[config.mk]
export PLATFORM = sky130hd
export DESIGN_NAME = msg_interconnect
export DESIGN_NICKNAME = d
export VERILOG_FILES = /design/src/ic_msg_pkg.sv /design/src/ic_map_pkg.sv /design/src/msg_router.sv /design/src/blocking_xbar.sv /design/src/rr_arbiter.sv /design/src/msg_interconnect.sv
export SDC_FILE = /design/constraint.sdc
export NUM_CORES = 1
export LEC_CHECK = 0
export ABC_AREA = 1
export BUFFER_PORTS_ARGS = -buffer_cell sky130_fd_sc_hd__buf_2
export CORE_MARGIN = 10
export CORE_UTILIZATION = 25
export CTS_CLUSTER_SIZE = 14
export DETAILED_ROUTE_END_ITERATION = 8
export GPL_ROUTABILITY_DRIVEN = 0
export HOLD_SLACK_MARGIN = 0.12
export PLACE_DENSITY = 0.48
export SLEW_MARGIN = 30
export SYNTH_ARGS = -nofsm -noshare
export SYNTH_HDL_FRONTEND = slang
export SYNTH_SLANG_ARGS = --single-unit
[constraint.sdc]
create_clock -name clk -period 2.65 [get_ports clk]
set_input_delay 0.1325 -clock clk [delete_from_list [all_inputs] [get_ports clk]]
set_output_delay 0.1325 -clock clk [all_outputs]
set_load 0.005 [all_outputs]
[src/ic_msg_pkg.sv]
package ic_msg_pkg;

  // ==============================
  // message field widths
  // ==============================

  localparam int ADDR_W = 4;
  localparam int DATA_W = 16;

  // destination address on the way in, source number on the way out
  typedef logic [ADDR_W-1:0] addr_t;

  // payload carried by every stream
  typedef logic [DATA_W-1:0] data_t;

  // ==============================
  // message layout
  // ==============================

  // addr sits above data, 20 bits in total
  typedef struct packed {
    addr_t addr;
    data_t data;
  } msg_t;

endpackage

[src/ic_map_pkg.sv]
package ic_map_pkg;

  // ==============================
  // address map
  // ==============================

  // decoded destination of an incoming message
  // values 4 to 15 are unmapped and get dropped by the router
  typedef enum logic [ic_msg_pkg::ADDR_W-1:0] {
    DEST_XBAR_IN0 = 4'd0,
    DEST_XBAR_IN1 = 4'd1,
    DEST_XBAR_CFG = 4'd2,
    DEST_LOOPBACK = 4'd3
  } dest_e;

  // ==============================
  // crossbar control word
  // ==============================

  // low two bits of a config payload
  typedef struct packed {
    logic out_sel;
    logic in_sel;
  } xbar_ctrl_t;

  // in0 to out0 after reset
  localparam xbar_ctrl_t XBAR_RESET_CTRL = '{out_sel: 1'b0, in_sel: 1'b0};

  // ==============================
  // arbiter source numbers
  // ==============================

  typedef logic [1:0] src_id_t;

  localparam src_id_t SRC_XBAR_OUT0 = 2'd0;
  localparam src_id_t SRC_XBAR_OUT1 = 2'd1;
  localparam src_id_t SRC_LOOPBACK  = 2'd2;

endpackage

[src/msg_router.sv]
module msg_router (
  input  logic                   clk,
  input  logic                   rst_n_i,
  input  ic_msg_pkg::msg_t       in_msg_i,
  input  logic                   in_val_i,
  output logic                   in_rdy_o,
  output ic_msg_pkg::data_t      xbar_data_o,
  output logic [1:0]             xbar_val_o,
  input  logic [1:0]             xbar_rdy_i,
  output ic_map_pkg::xbar_ctrl_t cfg_o,
  output logic                   cfg_val_o,
  output ic_msg_pkg::data_t      loop_data_o,
  output logic                   loop_val_o,
  input  logic                   loop_rdy_i
);

  ic_msg_pkg::msg_t  buf_q;
  logic              buf_val_q;
  ic_map_pkg::dest_e dest;
  logic              dest_rdy;
  logic              buf_free;
  logic              in_fire;

  // ==============================
  // address decode
  // ==============================

  assign dest = ic_map_pkg::dest_e'(buf_q.addr);

  // config and unmapped words never wait
  always_comb begin
    case (dest)
      ic_map_pkg::DEST_XBAR_IN0: dest_rdy = xbar_rdy_i[0];
      ic_map_pkg::DEST_XBAR_IN1: dest_rdy = xbar_rdy_i[1];
      ic_map_pkg::DEST_XBAR_CFG: dest_rdy = 1'b1;
      ic_map_pkg::DEST_LOOPBACK: dest_rdy = loop_rdy_i;
      default:                   dest_rdy = 1'b1;
    endcase
  end

  assign buf_free = buf_val_q & dest_rdy;
  assign in_rdy_o = ~buf_val_q | buf_free;
  assign in_fire  = in_val_i & in_rdy_o;

  // ==============================
  // destination streams
  // ==============================

  // only the matching destination sees valid
  assign xbar_val_o[0] = buf_val_q && (dest == ic_map_pkg::DEST_XBAR_IN0);
  assign xbar_val_o[1] = buf_val_q && (dest == ic_map_pkg::DEST_XBAR_IN1);
  assign cfg_val_o     = buf_val_q && (dest == ic_map_pkg::DEST_XBAR_CFG);
  assign loop_val_o    = buf_val_q && (dest == ic_map_pkg::DEST_LOOPBACK);

  assign xbar_data_o = buf_q.data;
  assign loop_data_o = buf_q.data;
  assign cfg_o       = ic_map_pkg::xbar_ctrl_t'(buf_q.data[$bits(ic_map_pkg::xbar_ctrl_t)-1:0]);

  // ==============================
  // one-entry buffer
  // ==============================

  always_ff @(posedge clk) begin
    if (!rst_n_i) begin
      buf_val_q <= 1'b0;
    end else if (in_fire) begin
      buf_val_q <= 1'b1;
    end else if (buf_free) begin
      buf_val_q <= 1'b0;
    end
  end

  always_ff @(posedge clk) begin
    if (in_fire) begin
      buf_q <= in_msg_i;
    end
  end

endmodule

[src/blocking_xbar.sv]
module blocking_xbar (
  input  logic                        clk,
  input  logic                        rst_n_i,
  input  ic_msg_pkg::data_t           in_data_i,
  input  logic [1:0]                  in_val_i,
  output logic [1:0]                  in_rdy_o,
  input  ic_map_pkg::xbar_ctrl_t      cfg_i,
  input  logic                        cfg_val_i,
  output ic_msg_pkg::data_t [1:0]     out_data_o,
  output logic [1:0]                  out_val_o,
  input  logic [1:0]                  out_rdy_i
);

  ic_map_pkg::xbar_ctrl_t route_q;

  // ==============================
  // route register
  // ==============================

  // config is always taken, new route from next cycle
  always_ff @(posedge clk) begin
    if (!rst_n_i) begin
      route_q <= ic_map_pkg::XBAR_RESET_CTRL;
    end else if (cfg_val_i) begin
      route_q <= cfg_i;
    end
  end

  // ==============================
  // switch fabric
  // ==============================

  // selected input to selected output, everything else blocked
  always_comb begin
    out_val_o  = '0;
    out_data_o = '0;
    out_val_o[route_q.out_sel]  = in_val_i[route_q.in_sel];
    out_data_o[route_q.out_sel] = in_data_i;
  end

  // the unselected input stalls
  always_comb begin
    in_rdy_o = '0;
    in_rdy_o[route_q.in_sel] = out_rdy_i[route_q.out_sel];
  end

endmodule

[src/rr_arbiter.sv]
module rr_arbiter #(
  parameter int N_SRC = 3
) (
  input  logic                          clk,
  input  logic                          rst_n_i,
  input  ic_msg_pkg::data_t [N_SRC-1:0] src_data_i,
  input  logic [N_SRC-1:0]              src_val_i,
  output logic [N_SRC-1:0]              src_rdy_o,
  output ic_msg_pkg::msg_t              out_msg_o,
  output logic                          out_val_o,
  input  logic                          out_rdy_i
);

  ic_map_pkg::src_id_t last_q;
  ic_map_pkg::src_id_t grant_idx;
  logic                grant_found;
  logic                grant_val;
  logic                can_take;
  ic_msg_pkg::msg_t    out_q;
  logic                out_val_q;

  // ==============================
  // grant selection
  // ==============================

  // search starts one past the last grant
  always_comb begin
    int idx;
    idx         = 0;
    grant_found = 1'b0;
    grant_idx   = '0;
    for (int off = 1; off <= N_SRC; off++) begin
      idx = int'(last_q) + off;
      if (idx >= N_SRC) begin
        idx = idx - N_SRC;
      end
      if (!grant_found && src_val_i[idx]) begin
        grant_found = 1'b1;
        grant_idx   = ic_map_pkg::src_id_t'(idx);
      end
    end
  end

  // output register free or draining this cycle
  assign can_take  = ~out_val_q | out_rdy_i;
  assign grant_val = can_take & grant_found;

  always_comb begin
    src_rdy_o = '0;
    src_rdy_o[grant_idx] = grant_val;
  end

  // ==============================
  // priority pointer
  // ==============================

  // moves only on a real grant
  always_ff @(posedge clk) begin
    if (!rst_n_i) begin
      last_q <= ic_map_pkg::src_id_t'(N_SRC - 1);
    end else if (grant_val) begin
      last_q <= grant_idx;
    end
  end

  // ==============================
  // output register
  // ==============================

  always_ff @(posedge clk) begin
    if (!rst_n_i) begin
      out_val_q <= 1'b0;
    end else if (grant_val) begin
      out_val_q <= 1'b1;
    end else if (out_rdy_i) begin
      out_val_q <= 1'b0;
    end
  end

  // source number goes into the addr field
  always_ff @(posedge clk) begin
    if (grant_val) begin
      out_q.addr <= ic_msg_pkg::addr_t'(grant_idx);
      out_q.data <= src_data_i[grant_idx];
    end
  end

  assign out_msg_o = out_q;
  assign out_val_o = out_val_q;

endmodule

[src/msg_interconnect.sv]
module msg_interconnect (
  input  logic             clk,
  input  logic             rst_n_i,
  input  ic_msg_pkg::msg_t in_msg_i,
  input  logic             in_val_i,
  output logic             in_rdy_o,
  output ic_msg_pkg::msg_t out_msg_o,
  output logic             out_val_o,
  input  logic             out_rdy_i
);

  localparam int N_SRC = 3;

  // router to crossbar
  ic_msg_pkg::data_t      xbar_in_data;
  logic [1:0]             xbar_in_val;
  logic [1:0]             xbar_in_rdy;
  ic_map_pkg::xbar_ctrl_t xbar_cfg;
  logic                   xbar_cfg_val;

  // router to arbiter
  ic_msg_pkg::data_t loop_data;
  logic              loop_val;
  logic              loop_rdy;

  // crossbar to arbiter
  ic_msg_pkg::data_t [1:0] xbar_out_data;
  logic [1:0]              xbar_out_val;
  logic [1:0]              xbar_out_rdy;

  // arbiter sources
  ic_msg_pkg::data_t [N_SRC-1:0] arb_data;
  logic [N_SRC-1:0]              arb_val;
  logic [N_SRC-1:0]              arb_rdy;

  // ==============================
  // input side
  // ==============================

  msg_router msg_router_i (
    .clk        (clk),
    .rst_n_i    (rst_n_i),
    .in_msg_i   (in_msg_i),
    .in_val_i   (in_val_i),
    .in_rdy_o   (in_rdy_o),
    .xbar_data_o(xbar_in_data),
    .xbar_val_o (xbar_in_val),
    .xbar_rdy_i (xbar_in_rdy),
    .cfg_o      (xbar_cfg),
    .cfg_val_o  (xbar_cfg_val),
    .loop_data_o(loop_data),
    .loop_val_o (loop_val),
    .loop_rdy_i (loop_rdy)
  );

  // ==============================
  // crossbar
  // ==============================

  blocking_xbar blocking_xbar_i (
    .clk       (clk),
    .rst_n_i   (rst_n_i),
    .in_data_i (xbar_in_data),
    .in_val_i  (xbar_in_val),
    .in_rdy_o  (xbar_in_rdy),
    .cfg_i     (xbar_cfg),
    .cfg_val_i (xbar_cfg_val),
    .out_data_o(xbar_out_data),
    .out_val_o (xbar_out_val),
    .out_rdy_i (xbar_out_rdy)
  );

  // ==============================
  // output side
  // ==============================

  // xbar out0, xbar out1, loopback as sources 0 to 2
  assign arb_data[ic_map_pkg::SRC_XBAR_OUT0] = xbar_out_data[0];
  assign arb_data[ic_map_pkg::SRC_XBAR_OUT1] = xbar_out_data[1];
  assign arb_data[ic_map_pkg::SRC_LOOPBACK]  = loop_data;
  assign arb_val[ic_map_pkg::SRC_XBAR_OUT0]  = xbar_out_val[0];
  assign arb_val[ic_map_pkg::SRC_XBAR_OUT1]  = xbar_out_val[1];
  assign arb_val[ic_map_pkg::SRC_LOOPBACK]   = loop_val;
  assign xbar_out_rdy[0] = arb_rdy[ic_map_pkg::SRC_XBAR_OUT0];
  assign xbar_out_rdy[1] = arb_rdy[ic_map_pkg::SRC_XBAR_OUT1];
  assign loop_rdy        = arb_rdy[ic_map_pkg::SRC_LOOPBACK];

  rr_arbiter #(
    .N_SRC(N_SRC)
  ) rr_arbiter_i (
    .clk       (clk),
    .rst_n_i   (rst_n_i),
    .src_data_i(arb_data),
    .src_val_i (arb_val),
    .src_rdy_o (arb_rdy),
    .out_msg_o (out_msg_o),
    .out_val_o (out_val_o),
    .out_rdy_i (out_rdy_i)
  );

endmodule

==> Yosys cells after proc, flatten, opt, wreduce, memory -nomap -nowiden <==
Cells that the tools add are included.
Widths: inputs -> output; s select.
{ "word_totals": {"ff_bits": 44, "output_inout_bits": 22, "wordCells": 92} }
{ "op_classes": {"addsub": 6, "order_cmp": 12, "eq_ne": 3, "mux": 37, "bitwise_logic": 11, "reduce_logical": 14} }
{ "ops": {"columns": ["operator", "n"], "rows": [
  ["$ge 32x3->1 const B", 3],
  ["$lt 32x4->1 const B", 3],
  ["$mux 32", 3],
  ["$sub 32x3->32 const B", 3],
  ["$and 32x32->32", 1],
  ["$bmux 16 s2", 1],
  ["$mux 16", 2],
  ["$mux 1", 20],
  ["$demux 16 s1", 1],
  ["$logic_and 1x1->1", 9],
  ["$eq 4x2->1 const B", 2],
  ["$add 2x2->3 const B", 2],
  ["$bmux 1 s2", 3],
  ["$mux 2", 3],
  ["$and 2x2->2", 2],
  ["$eq 4x1->1 const B", 1],
  ["$logic_not 4->1", 1],
  ["$lt 1x2->1 const B", 2],
  ["$reduce_bool 2->1", 2],
  ["$add 2x1->3 const B", 1],
  ["$and 1x1->1", 3],
  ["$and 3x3->3", 1],
  ["$lt 2x3->1 const B", 1],
  ["$pmux 1 s3", 1],
  ["other kinds (7)", 12]
]} }

==> Depth between registers and ports, before layout <==
Gate-level depths: netlist of run 1.
{ "logic_depth": {"word_depth": 28, "depth_mapped": 13, "depth_no_buf": 12} }

==> Hierarchy <==
From an unflattened synthesis of run 1, not the netlist that was laid out.
{ "hier_totals": {"cells_unflattened": 370, "area_unflattened_um2": 2899.0} }
{ "by_module_without_submodules": {"columns": ["module", "n_inst", "cells_each", "area_per_inst_um2"], "rows": [
  ["rr_arbiter", 1, 218, 1539.0],
  ["msg_router", 1, 59, 859.6],
  ["blocking_xbar", 1, 93, 500.5]
]} }

==> Worst setup path before layout of run 1 <==
OpenSTA, ideal clock, no wires.
{ "synth_timing": {"path_kind": "register -> register", "from": "register rr_arbiter_i.last_q[0]", "to": "register msg_router_i.buf_q, in the netlist msg_router_i.dest[0], enable pin", "setup_ps": 375, "arrival_ps": 1943, "t_required_ps": 2275, "slack_ps": 333, "path_stages_with_launch": 12, "n_path_buf": 0, "period_less_slack_ps": 2317, "path_cell_list": "dfxtp_1 > inv_1 > ha_1 > nor2_1 > nor2_1 > nand2_1 > nand3_1 > nand3_1 > nand2_1 > nand3_1 > nand2_1 > inv_1"} }
{ "synth_between": {"elab_chain_cells": 25, "word_cells_on_any_way": 45, "cone_classes": "add/sub: 6; order compare: 5; mux: 23; bitwise: 6; reduce/logical: 5"} }
{ "synth_lines": {"columns": ["element", "line_no", "rtl"], "rows": [
  ["from (decl)", "rr_arbiter.sv:14", "ic_map_pkg::src_id_t last_q;"],
  ["from (signal assigned)", "rr_arbiter.sv:60", "last_q <= ic_map_pkg::src_id_t'(N_SRC - 1);"],
  ["from (signal assigned)", "rr_arbiter.sv:62", "last_q <= grant_idx;"],
  ["$add 2x1->3", "rr_arbiter.sv:33", "idx = int'(last_q) + off;"],
  ["$sub 32x3->32 / $ge 32x3->1 (equally long branches)", "rr_arbiter.sv:35, rr_arbiter.sv:34", null],
  ["$mux 32", "rr_arbiter.sv:34", "if (idx >= N_SRC) begin"],
  ["$bmux 1 s2", "rr_arbiter.sv:37", "if (!grant_found && src_val_i[idx]) begin"],
  ["$mux 1 (not written as such) (2 in a row)", "rr_arbiter.sv:37", null],
  ["$mux 1", "rr_arbiter.sv:37", null],
  ["$logic_not 1->1", "rr_arbiter.sv:37", null],
  ["$logic_and 1x1->1", "rr_arbiter.sv:37", null],
  ["[9 not listed]", null, null],
  ["$mux 1 (not written as such) (2 in a row)", "blocking_xbar.sv:44", "in_rdy_o[route_q.in_sel] = out_rdy_i[route_q.out_sel];"],
  ["$and 2x2->2 (no line)", null, null],
  ["$pmux 1 s3 *", "msg_router.sv:32", "case (dest)"],
  ["$and 1x1->1 *", "msg_router.sv:41", "assign buf_free = buf_val_q & dest_rdy;"],
  ["$or 1x1->1 *", "msg_router.sv:42", "assign in_rdy_o = ~buf_val_q | buf_free;"],
  ["named net in_rdy_o", "msg_interconnect.sv:6", "output logic in_rdy_o,"],
  ["$and 1x1->1 *", "msg_router.sv:43", "assign in_fire = in_val_i & in_rdy_o;"],
  ["named net msg_router_i.in_fire", "msg_router.sv:22", "logic in_fire;"],
  ["to (signal assigned)", "msg_router.sv:75", "buf_q <= in_msg_i;"],
  ["to (decl)", "msg_router.sv:17", "ic_msg_pkg::msg_t buf_q;"]
]} }
The timed path passes the listed nets; every way through them passes the cells marked *. The select of a mux whose other input is x is not followed.
A chain may end at the register's enable or synchronous reset.

==> Worst setup path in the final report of run 1 <==
{ "layout_timing": {"from": "register rr_arbiter_i.last_q[0]", "to": "register msg_router_i.buf_val_q"} }
{ "layout_between": {"elab_chain_cells": 26, "word_cells_on_any_way": 47, "cone_classes": "add/sub: 6; order compare: 5; mux: 24; bitwise: 6; reduce/logical: 6"} }
{ "layout_lines": {"columns": ["element", "line_no", "rtl"], "rows": [
  ["$add 2x1->3", "rr_arbiter.sv:33", null],
  ["$sub 32x3->32 / $ge 32x3->1 (equally long branches)", "rr_arbiter.sv:35, rr_arbiter.sv:34", null],
  ["$mux 32", "rr_arbiter.sv:34", null],
  ["$bmux 1 s2", "rr_arbiter.sv:37", null],
  ["$mux 1 (not written as such) (2 in a row)", "rr_arbiter.sv:37", null],
  ["$mux 1", "rr_arbiter.sv:37", null],
  ["$logic_not 1->1", "rr_arbiter.sv:37", null],
  ["$logic_and 1x1->1", "rr_arbiter.sv:37", null],
  ["[8 not listed]", null, null],
  ["$and 3x3->3 (no line) *", null, null],
  ["$mux 1 (not written as such) (2 in a row)", "blocking_xbar.sv:44", null],
  ["$and 2x2->2 (no line)", null, null],
  ["$pmux 1 s3 *", "msg_router.sv:32", null],
  ["$and 1x1->1 *", "msg_router.sv:41", null],
  ["$or 1x1->1", "msg_router.sv:42", null],
  ["$and 1x1->1", "msg_router.sv:43", null],
  ["$mux 1 / $reduce_bool 2->1 (equally long branches)", null, null],
  ["to (signal assigned)", "msg_router.sv:65", "buf_val_q <= 1'b0;"],
  ["to (signal assigned)", "msg_router.sv:67", "buf_val_q <= 1'b1;"],
  ["to (signal assigned)", "msg_router.sv:69", "buf_val_q <= 1'b0;"],
  ["to (decl)", "msg_router.sv:18", "logic buf_val_q;"]
]} }
Every way passes the cells marked *; elsewhere a longest branch is shown, timed or not. The select of a mux whose other input is x is not followed.

==> results.yml, run 1 <==
clock_tree:
  cts_setup_buffers: 0
  clk_pin_slew_worst_paths_ns: 0.08
  clockRootBuffer: "clkbuf_8"
  cts_buffers: 5
  cts_tree: "yes"
  cts.sinks: 44
  clock_latency_ns: 0.29
  cts_max_level: 2
  clockBufferDepth: 2
min_path:
  hp-start: "out_rdy_i"
  hold_depth: 4
  whs_endpoint: "rr_arbiter_i.out_val_o"
  hp-class: "in2reg"
setup_path:
  cp-end-kind: "register"
  cp-start-kind: "register"
  path_class: "reg2reg"
  r2r_slack_ns: 0.27
  arrival_ns: 2.62
  crit_required_ns: 2.89
  reg2reg_depth: 11
  reg2reg_to: "msg_router_i.buf_val_q"
  cp_max_fo: 7
  r2r_start: "rr_arbiter_i.last_q[0]"
yosys:
  synth.largest_area_cell: "edfxtp_1"
  synth.most_common_cell: "edfxtp_1"
  synth_top_area_frac: 0.624
  synth_edf_count: 38
  ys_seq_elements: 44
  synthFlopType: "edfxtp_1"
  synth-async-reset-ratio: 0
  synthTopCellsByCount: "38 x edfxtp_1, 36 x inv_1, 24 x nor2_1"
  syn_area_per_cell_sq_um: 11.2
  synthTopCellsByArea: "edfxtp_1 62%, inv_1 7.4%, dfxtp_1 6.6%"
  yosysSeqAreaShare: 0.690
  syn_inst: 163
  synth_cell_type_count: 18
  mappedNetlistArea_sq_um: 1830
  ys.warnings.count: 0
placed_design:
  placed_cell_area_sq_um: 2170
  dp_hpwl_microns: 2850
  port_buffers: 43
floorplanning:
  fp.dieH_microns: 106
  dieWidth_microns: 106
  coreArea_sq_um: 7180
  std_cell_rows: 31
  die-area_sq_um: 11100
  io_pins: 46
  initial_utilization: 0.255
timing:
  setup_violations: 0
  setup_tns_ns: 0
  max_freq_ghz: 0.420
  fin_worst_skew_ns: 0.00959
  fin_crit_sh: 0.898
  period_minus_slack_ns: 2.38
  finalHoldViolations: 0
  slew_viol_final: 0
  rsz0062_at_grt: "no"
cells_and_area:
  antenna_cells: 0
  fin_util: 0.346
  final_area_sq_um: 2480
  syn_to_final_growth_pct: 35.9
  drive_above_1_share: 0.261
  nets: 264
grt:
  grt_pass1_vias: 1390
  grt_usage: 0.0749
  antenna_found_initial: 0
  grt_max_degree: 20
  grt_first_pass_wirelength_microns: 6720
  grt_overflow: 0
drt:
  wl_per_cell_microns: 11.6
  vias: 1286
  first_pass_iters: 4
  ant_nets: 0
  routed_via_density: 3.82
  drc: 0
  wirelength_microns: 3910
  drtIter0Drc: 74
pwr:
  vdd_ir_drop_max_uv: 331
  leakage_uw: 0.00109
  power.density_nw_per_um2: 874
flow_run:
  cap_viol_max_count: 0
status:
  status: "finished clean"
-- kinds of logic (layout without fill, tap and decap cells) --
logic type / Yosys count / after routing / share of synthesized area
AO/OA/AOI/OAI: 9 / 9 / 0.0308
adder cells (fa/ha/maj): 3 / 3 / 0.0205
buffers and inverters: 39 / 113 / 0.0883
flip-flops: 44 / 44 / 0.690
other: 1 / 2 / 0.00205
AND/OR/NAND/NOR: 67 / 67 / 0.168
-- layout by cell type, fill, tap and decap left out, types with 3 or more instances in the layout --
master | Yosys | layout
dlygate4sd3_1 | 0 | 23
nand3_1 | 12 | 12
edfxtp_1 | 38 | 38
buf_4 | 2 | 3
inv_1 | 36 | 36
o21ai_0 | 4 | 4
a21oi_1 | 4 | 4
buf_2 | 0 | 43
clkbuf_8 | 0 | 5
dfxtp_1 | 6 | 5
nand4_1 | 6 | 6
nand2_2 | 3 | 4
nand2_1 | 18 | 17
nor2_1 | 24 | 24
-- per-layer routing --
metal | wire [microns] | share of wire | track usage | vias to the layer above
li1 | - | - | - | 668
met1 | 1860 | 0.47 | 0.0920 | 558
met2 | 1670 | 0.43 | 0.113 | 52
met3 | 317 | 0.081 | 0.0335 | 8
met4 | 67 | 0.017 | 0.0290 | 0
met5 | 0 | 0 | 0 | -
-- flip-flops by register name (all words and copies together), names as in the netlist --
signal	flops
rr_arbiter_i.out_msg_o	18
msg_router_i.loop_data_o	16
msg_router_i.dest	4
blocking_xbar_i.route_q	2
rr_arbiter_i.last_q	2
msg_router_i.buf_val_q	1
rr_arbiter_i.out_val_o	1
-- worst max-delay path: stages, from the launching register on --
cell           delay, ns
dfxtp_2             0.38
inv_1               0.08
ha_2                0.38
inv_1               0.07
nand3_1             0.08
inv_1               0.06
a21oi_1             0.19
nand3_1             0.15
nand2_2             0.13
nand3_1             0.12
a21oi_1             0.14
dlygate4sd3_1       0.55
-- repair_timing --
item	in CTS	in global routing
hold buffers	23	0
endpoints found under the setup margin	0	20
gates resized for setup	0	3
hold endpoints to repair	22	0
-- metrics by stage --
step           std cells  hold WS, ns  setup slack (ns)  total power, uW
2_1_floorplan        164        0.217             0.333             1470
3_3_place_gp         306        0.313             0.317             1750
3_5_place_dp         306        0.311             0.239             1770
4_1_cts              337        0.181             0.132             2210
5_1_grt              337        0.204            0.0263             2360
6_report             337        0.187             0.270             2170
-- worst max-delay path by stage --
stage	startpoint	end	cells after the start
floorplan	rr_arbiter_i.last_q[0]	msg_router_i.dest[0]	11
global placement	rr_arbiter_i.last_q[0]	msg_router_i.loop_data_o[11]	12
detailed placement	rr_arbiter_i.last_q[0]	msg_router_i.loop_data_o[3]	12
CTS	rr_arbiter_i.last_q[0]	msg_router_i.buf_val_q	12
global route	rr_arbiter_i.last_q[1]	msg_router_i.buf_val_q	11
finish	rr_arbiter_i.last_q[0]	msg_router_i.buf_val_q	11
-- area by class of cell --
type | instances | area (sq um)
sequential | 44 | 1260
multi-input combinational | 81 | 414
clock buffer | 7 | 76.3
timing repair buffer | 69 | 468
inverter | 36 | 135
clock inverter | 1 | 5.00
fill | 733 | 4690
tap | 99 | 124
-- power by group --
part,internal [uW],switching [uW]
clock,185,216
combinational,256,456
sequential,1010,53.3
total,1450,726
Power figures use the tool's default switching activity.
==> inputs of run 2 (changes only) <==
Settings changed: ABC_AREA 1 to default.
==> run 2 against run 1 <==
Worst setup slack got worse by 0.083 ns. Global-route usage down 0.61 points. Hold slack improved by 0.070 ns. Synthesized area fell by 3.1%.
==> results.yml, run 2 <==
drt:
  wirelength_microns: 3660
  met2WireLength_microns: 1800
  highest_layer: "met4"
  drtIter0Drc: 38
  routed_via_density: 3.91
  ant_nets: 0
  wl_met1_microns: 1610
  first_pass_iters: 4
  vias: 1118
  wl_met3_microns: 205
  drc: 0
  wl_per_cell_microns: 12.8
yosys:
  ys.warnings.count: 0
  syn_inst: 117
  synth_cell_type_count: 32
  syn_area_per_cell_sq_um: 15.1
  synth-async-reset-ratio: 0
  synth_edf_count: 38
  synth_top_area_frac: 0.644
  synthFlopType: "edfxtp_1"
  ys_seq_elements: 44
  synth.largest_area_cell: "edfxtp_1"
  mappedNetlistArea_sq_um: 1770
  synthTopCellsByArea: "edfxtp_1 64%, dfxtp_1 6.8%, and2_1 6.0%"
  synthTopCellsByCount: "38 x edfxtp_1, 17 x and2_1, 7 x inv_1"
  yosysSeqAreaShare: 0.712
  synth.most_common_cell: "edfxtp_1"
cells_and_area:
  multi_input_area_sq_um: 464
  syn_to_final_growth_pct: 37.9
  drive_above_1_share: 0.332
  final_area_sq_um: 2440
  seqCellArea_sq_um: 1260
  mostFrequentLayoutCell: "buf_2"
  nets: 216
  final_cell_mix: "43 x buf_2, 38 x edfxtp_1, 22 x dlygate4sd3_1"
  antenna_cells: 0
  fillerInstances: 683
  largest_reg_flops: 18
floorplanning:
  io_pins: 46
  std_cell_rows: 30
  dieWidth_microns: 104
  die-area_sq_um: 10900
  fp.dieH_microns: 104
  coreArea_sq_um: 6830
  initial_utilization: 0.259
min_path:
  hp-class: "in2reg"
setup_path:
  max_stage_delay_ns: 0.40
  cp_max_fo: 16
  cp-end-kind: "register"
  crit_chain: "inv_1, ha_1, and3b_1, nor4_2, a21oi_1, o221ai_2, and2_1, buf_4"
  arrival_ns: 2.45
  cpMaxStageDelayCell: "dfxtp_2"
  path_class: "reg2reg"
  cp-start-kind: "register"
  crit_required_ns: 2.63
timing:
  setup_tns_ns: 0
  fin_crit_sh: 0.929
  max_freq_ghz: 0.406
  period_minus_slack_ns: 2.46
  finalHoldViolations: 0
  relSlewSlack: 0.664
  rsz0062_at_grt: "no"
  fin_worst_skew_ns: 0.00699
  worst_slew_pin_slew_ns: 0.503
  slew_viol_final: 0
  setup_violations: 0
clock_tree:
  clockRootBuffer: "clkbuf_8"
  clk_pin_slew_worst_paths_ns: 0.08
  clock_latency_ns: 0.29
  clockBufferDepth: 2
  cts_tree: "yes"
  cts.sinks: 44
  cts_setup_buffers: 0
  cts_max_level: 2
  cts_buffers: 5
flow_run:
  cap_viol_max_count: 0
status:
  status: "finished clean"
pwr:
  leakage_uw: 0.000957
  vdd_ir_drop_max_uv: 175
  power.density_nw_per_um2: 558
grt:
  grt_usage: 0.0688
  antenna_found_initial: 0
  grt_max_degree: 19
  grt_overflow: 0
  grt_first_pass_wirelength_microns: 5980
  grt_pass1_vias: 1179
placed_design:
  port_buffers: 43
  placed_cell_area_sq_um: 2110
  dp_hpwl_microns: 2850
run 2: changes by cell type after synthesis, moves of 3 or more:
cell and delta:
and2_1 +17, nor2b_1 +3, nand4_1 -5, nand3b_1 +3, nand2_1 -13, nand3_1 -12, nand2_2 -3, nor2_1 -22
inv_1 -29, o21a_1 +3
run 2: worst max-delay path: cells and delay by family, from the launching register on:
kind | cells | cell delay, ns
buffers and inverters | 2 | 0.34
DFF | 1 | 0.40
adders and majority gates | 1 | 0.40
AOI/OAI and AO/OA | 2 | 0.29
and+or+nand+nor | 3 | 0.71
run 2: cells by family after synthesis:
kind of cell | count (synthesis) | share of synthesized area
other cells | 1 | 0.00212
buf+inv | 11 | 0.0304
simple gates | 41 | 0.157
flops | 44 | 0.712
xor+xnor | 1 | 0.00494
compound gates | 14 | 0.0614
mux | 2 | 0.0113
fa+ha+maj | 3 | 0.0212
run 2: path summary, 6_finish.rpt:
path	slack, ns	end	startpoint	cells past startpoint
setup / recovery	0.19	msg_router_i.loop_data_o[0]	rr_arbiter_i.last_q[0]	8
hold / removal	0.26	rr_arbiter_i.last_q[1]	out_rdy_i	4
setup reg to reg	0.19	msg_router_i.loop_data_o[0]	rr_arbiter_i.last_q[0]	8
hold reg to reg	0.52	rr_arbiter_i.out_msg_o[5]	msg_router_i.loop_data_o[5]	1
run 2: metrics by stage:
stage                     instances  total power [uW]  hold WS, ns  utilization  setup WS [ns]
after floorplan                 118               830        0.209            -         0.0854
after global placement          256               861        0.313        0.309          0.229
after detailed placement        256               863        0.311        0.309          0.116
after CTS                       286              1380        0.257        0.357         0.0860
after global routing            286              1430        0.280        0.358         0.0160
final                           286              1360        0.257        0.358          0.187
run 2: cell type report:
class / count / area share
clock inverters: 3 / 0.0174
multi-input cells: 63 / 0.190
flip-flops and latches: 44 / 0.517
well taps: 96 / 0.0492
inverters: 7 / 0.0108
clock buffers: 5 / 0.0282
repair buffers: 68 / 0.188
run 2: repair_timing:
item / in CTS / in global routing
hold endpoints to repair: 24 / 0
hold buffers: 22 / 0
resized for setup: 0 / 1
setup endpoints to repair: 0 / 16
run 2: routing by layer:
layer,global-route usage,vias up
met1,0.0742,523
met3,0.0297,2
li1,-,560
met2,0.115,33
met5,0,-
met4,0.0298,0
run 2: power by group:
group / switching [uW] / internal [uW]
clock: 213 / 279
combinational: 32.8 / 51.3
sequential: 7.91 / 778
==> inputs of run 3 (changes only) <==
Settings changed: CAP_MARGIN from default to 0, HOLD_SLACK_MARGIN 0.12 to 0.05.
Clock period 2.65 ns to 2.47 ns, I/O delays scaled along.
==> run 3 against run 2 <==
Clock skew decreased by 0.0020 ns. Global-route usage increased by 0.23 points. Power increased by 0.48%. Worst setup slack got worse by 0.025 ns. Wire length increased by 2.0%. Cell area decreased by 0.87%. Utilization decreased by 0.31 points. Final cell count decreased by 0.35%. Critical endpoint is now msg_router_i.loop_data_o[9]. Largest power group unchanged.
==> results.yml, run 3 (synthesized netlist as in run 2, its figures left out) <==
min_path:
  hp-start: "rst_n_i"
  hp-class: "in2reg"
  whs_endpoint: "rr_arbiter_i.last_q[1]"
  hold_depth: 2
cells_and_area:
  final_cell_mix: "43 x buf_2, 38 x edfxtp_1, 20 x dlygate4sd3_1"
  antenna_cells: 0
  drive_above_1_share: 0.339
  fin_cells: 285
  syn_to_final_growth_pct: 36.7
  nets: 215
  mostFrequentLayoutCell: "buf_2"
  largest_reg_flops: 18
placed_design:
  dp_worst_setup_slack_ns: 0.177
  dp_hpwl_microns: 2820
  dp_cells: 257
  port_buffers: 43
clock_tree:
  cts_setup_buffers: 0
  cts_max_level: 2
  cts.sinks: 44
  clock_latency_ns: 0.30
  cts_buffers: 5
  clockRootBuffer: "clkbuf_8"
  clockBufferDepth: 2
  cts_tree: "yes"
  clk_pin_slew_worst_paths_ns: 0.08
timing:
  finalHoldViolations: 0
  worst_slew_pin_slew_ns: 0.598
  period_minus_slack_ns: 2.31
  setup_tns_ns: 0
  relSlewSlack: 0.600
  setup_slack_ns: 0.162
  setup_violations: 0
  fin_crit_sh: 0.934
  fin_worst_skew_ns: 0.00502
  hold_slack_ns: 0.0637
  max_freq_ghz: 0.433
  slew_viol_final: 0
  rsz0062_at_grt: "no"
pwr:
  p_seq_frac: 0.616
  p_int_uw: 1080
  swShare: 0.207
  p_switching_uw: 284
  power_frac_clock: 0.318
  combPwrFrac: 0.066
  leakage_uw: 0.000942
  power.density_nw_per_um2: 565
  vdd_ir_drop_max_uv: 189
setup_path:
  cp-end-kind: "register"
  crit_family: "simple AND/OR/NAND/NOR gates"
  reg2reg_to: "msg_router_i.loop_data_o[9]"
  max_stage_delay_ns: 0.40
  crit_path_start: "rr_arbiter_i.last_q[1]"
  r2r_slack_ns: 0.16
  path_class: "reg2reg"
  crit_required_ns: 2.48
  cp-start-kind: "register"
  reg2reg_depth: 8
  arrival_ns: 2.32
  crit_chain: "inv_1, ha_2, and3b_1, nor4_2, a21oi_1, o221ai_2, and2_2, buf_12"
  cpMaxStageDelayCell: "ha_2"
  critPathBufInv: 2
  cp_max_fo: 20
  r2r_start: "rr_arbiter_i.last_q[1]"
floorplanning:
  coreArea_sq_um: 6830
  initial_utilization: 0.259
  die-area_sq_um: 10900
  io_pins: 46
  std_cell_rows: 30
  fp.dieH_microns: 104
  dieWidth_microns: 104
drt:
  vias: 1112
  routed_via_density: 3.90
  ant_nets: 0
  drc: 0
  drtIter0Drc: 63
  wl_per_cell_microns: 13.1
  wirelength_microns: 3730
  first_pass_iters: 4
grt:
  grt_max_degree: 21
  use_met2: 0.120
  met1_usage: 0.0760
  grt_overflow: 0
  globalRoute.busiestLayer: "met2"
  grt_pass1_vias: 1186
  antenna_found_initial: 0
  grt_usage: 0.0711
  grt_first_pass_wirelength_microns: 6130
  grtUsageMet3: 0.0273
status:
  status: "finished clean"
flow_run:
  cap_viol_max_count: 0
-- run 3: worst reg2reg max path, cell delays in order (launching register included) --
cell      delay [ns]
dfxtp_1         0.34
inv_1           0.08
ha_2            0.40
and3b_1         0.20
nor4_2          0.30
a21oi_1         0.12
o221ai_2        0.20
and2_2          0.21
buf_12          0.16
-- run 3: worst max path at each step --
| stage | cells after the start | endpoint |
|---|---|---|
| after floorplan | 6 | rr_arbiter_i.out_msg_o[0] |
| after global placement | 8 | msg_router_i.loop_data_o[4] |
| after detailed placement | 8 | msg_router_i.loop_data_o[2] |
| after CTS | 8 | msg_router_i.loop_data_o[4] |
| after global routing | 8 | msg_router_i.loop_data_o[12] |
| final | 8 | msg_router_i.loop_data_o[9] |
-- run 3: power groups by stage --
stage | sequential (uW) | clock, uW | combinational (uW)
after floorplan | 859 | 0 | 31.9
after global placement | 860 | 0 | 65.5
after detailed placement | 860 | 0 | 67.6
after CTS | 843 | 455 | 92.7
after global routing | 846 | 481 | 102
final | 843 | 436 | 90.1
-- run 3: area by class of cell --
| cell class | instances | area, sq um |
|---|---|---|
| flip-flops and latches | 44 | 1260 |
| well taps | 96 | 120 |
| clock inverters | 3 | 18.8 |
| multi-input cells | 63 | 468 |
| fillers | 695 | 4410 |
| clock buffers | 5 | 68.8 |
| inverters | 7 | 26.3 |
| repair buffers | 67 | 458 |
-- run 3: what timing repair did --
action	in CTS	in global routing
setup endpoints to repair	0	8
hold buffers	20	0
hold endpoints to repair	20	0
resized for setup	0	1
-- run 3: metal layers --
layer | wire, microns | vias to the layer above
met5 | 0 | -
met4 | 84 | 0
met3 | 194 | 7
met2 | 1840 | 34
met1 | 1610 | 513
li1 | - | 558
-- run 3: through the flow --
step | utilization | power, uW | area (sq um)
after global placement | 0.312 | 925 | 2130
after CTS | 0.354 | 1390 | 2420
after floorplan | - | 891 | 1780
after detailed placement | 0.312 | 928 | 2130
after global routing | 0.354 | 1430 | 2420
final | 0.354 | 1370 | 2420
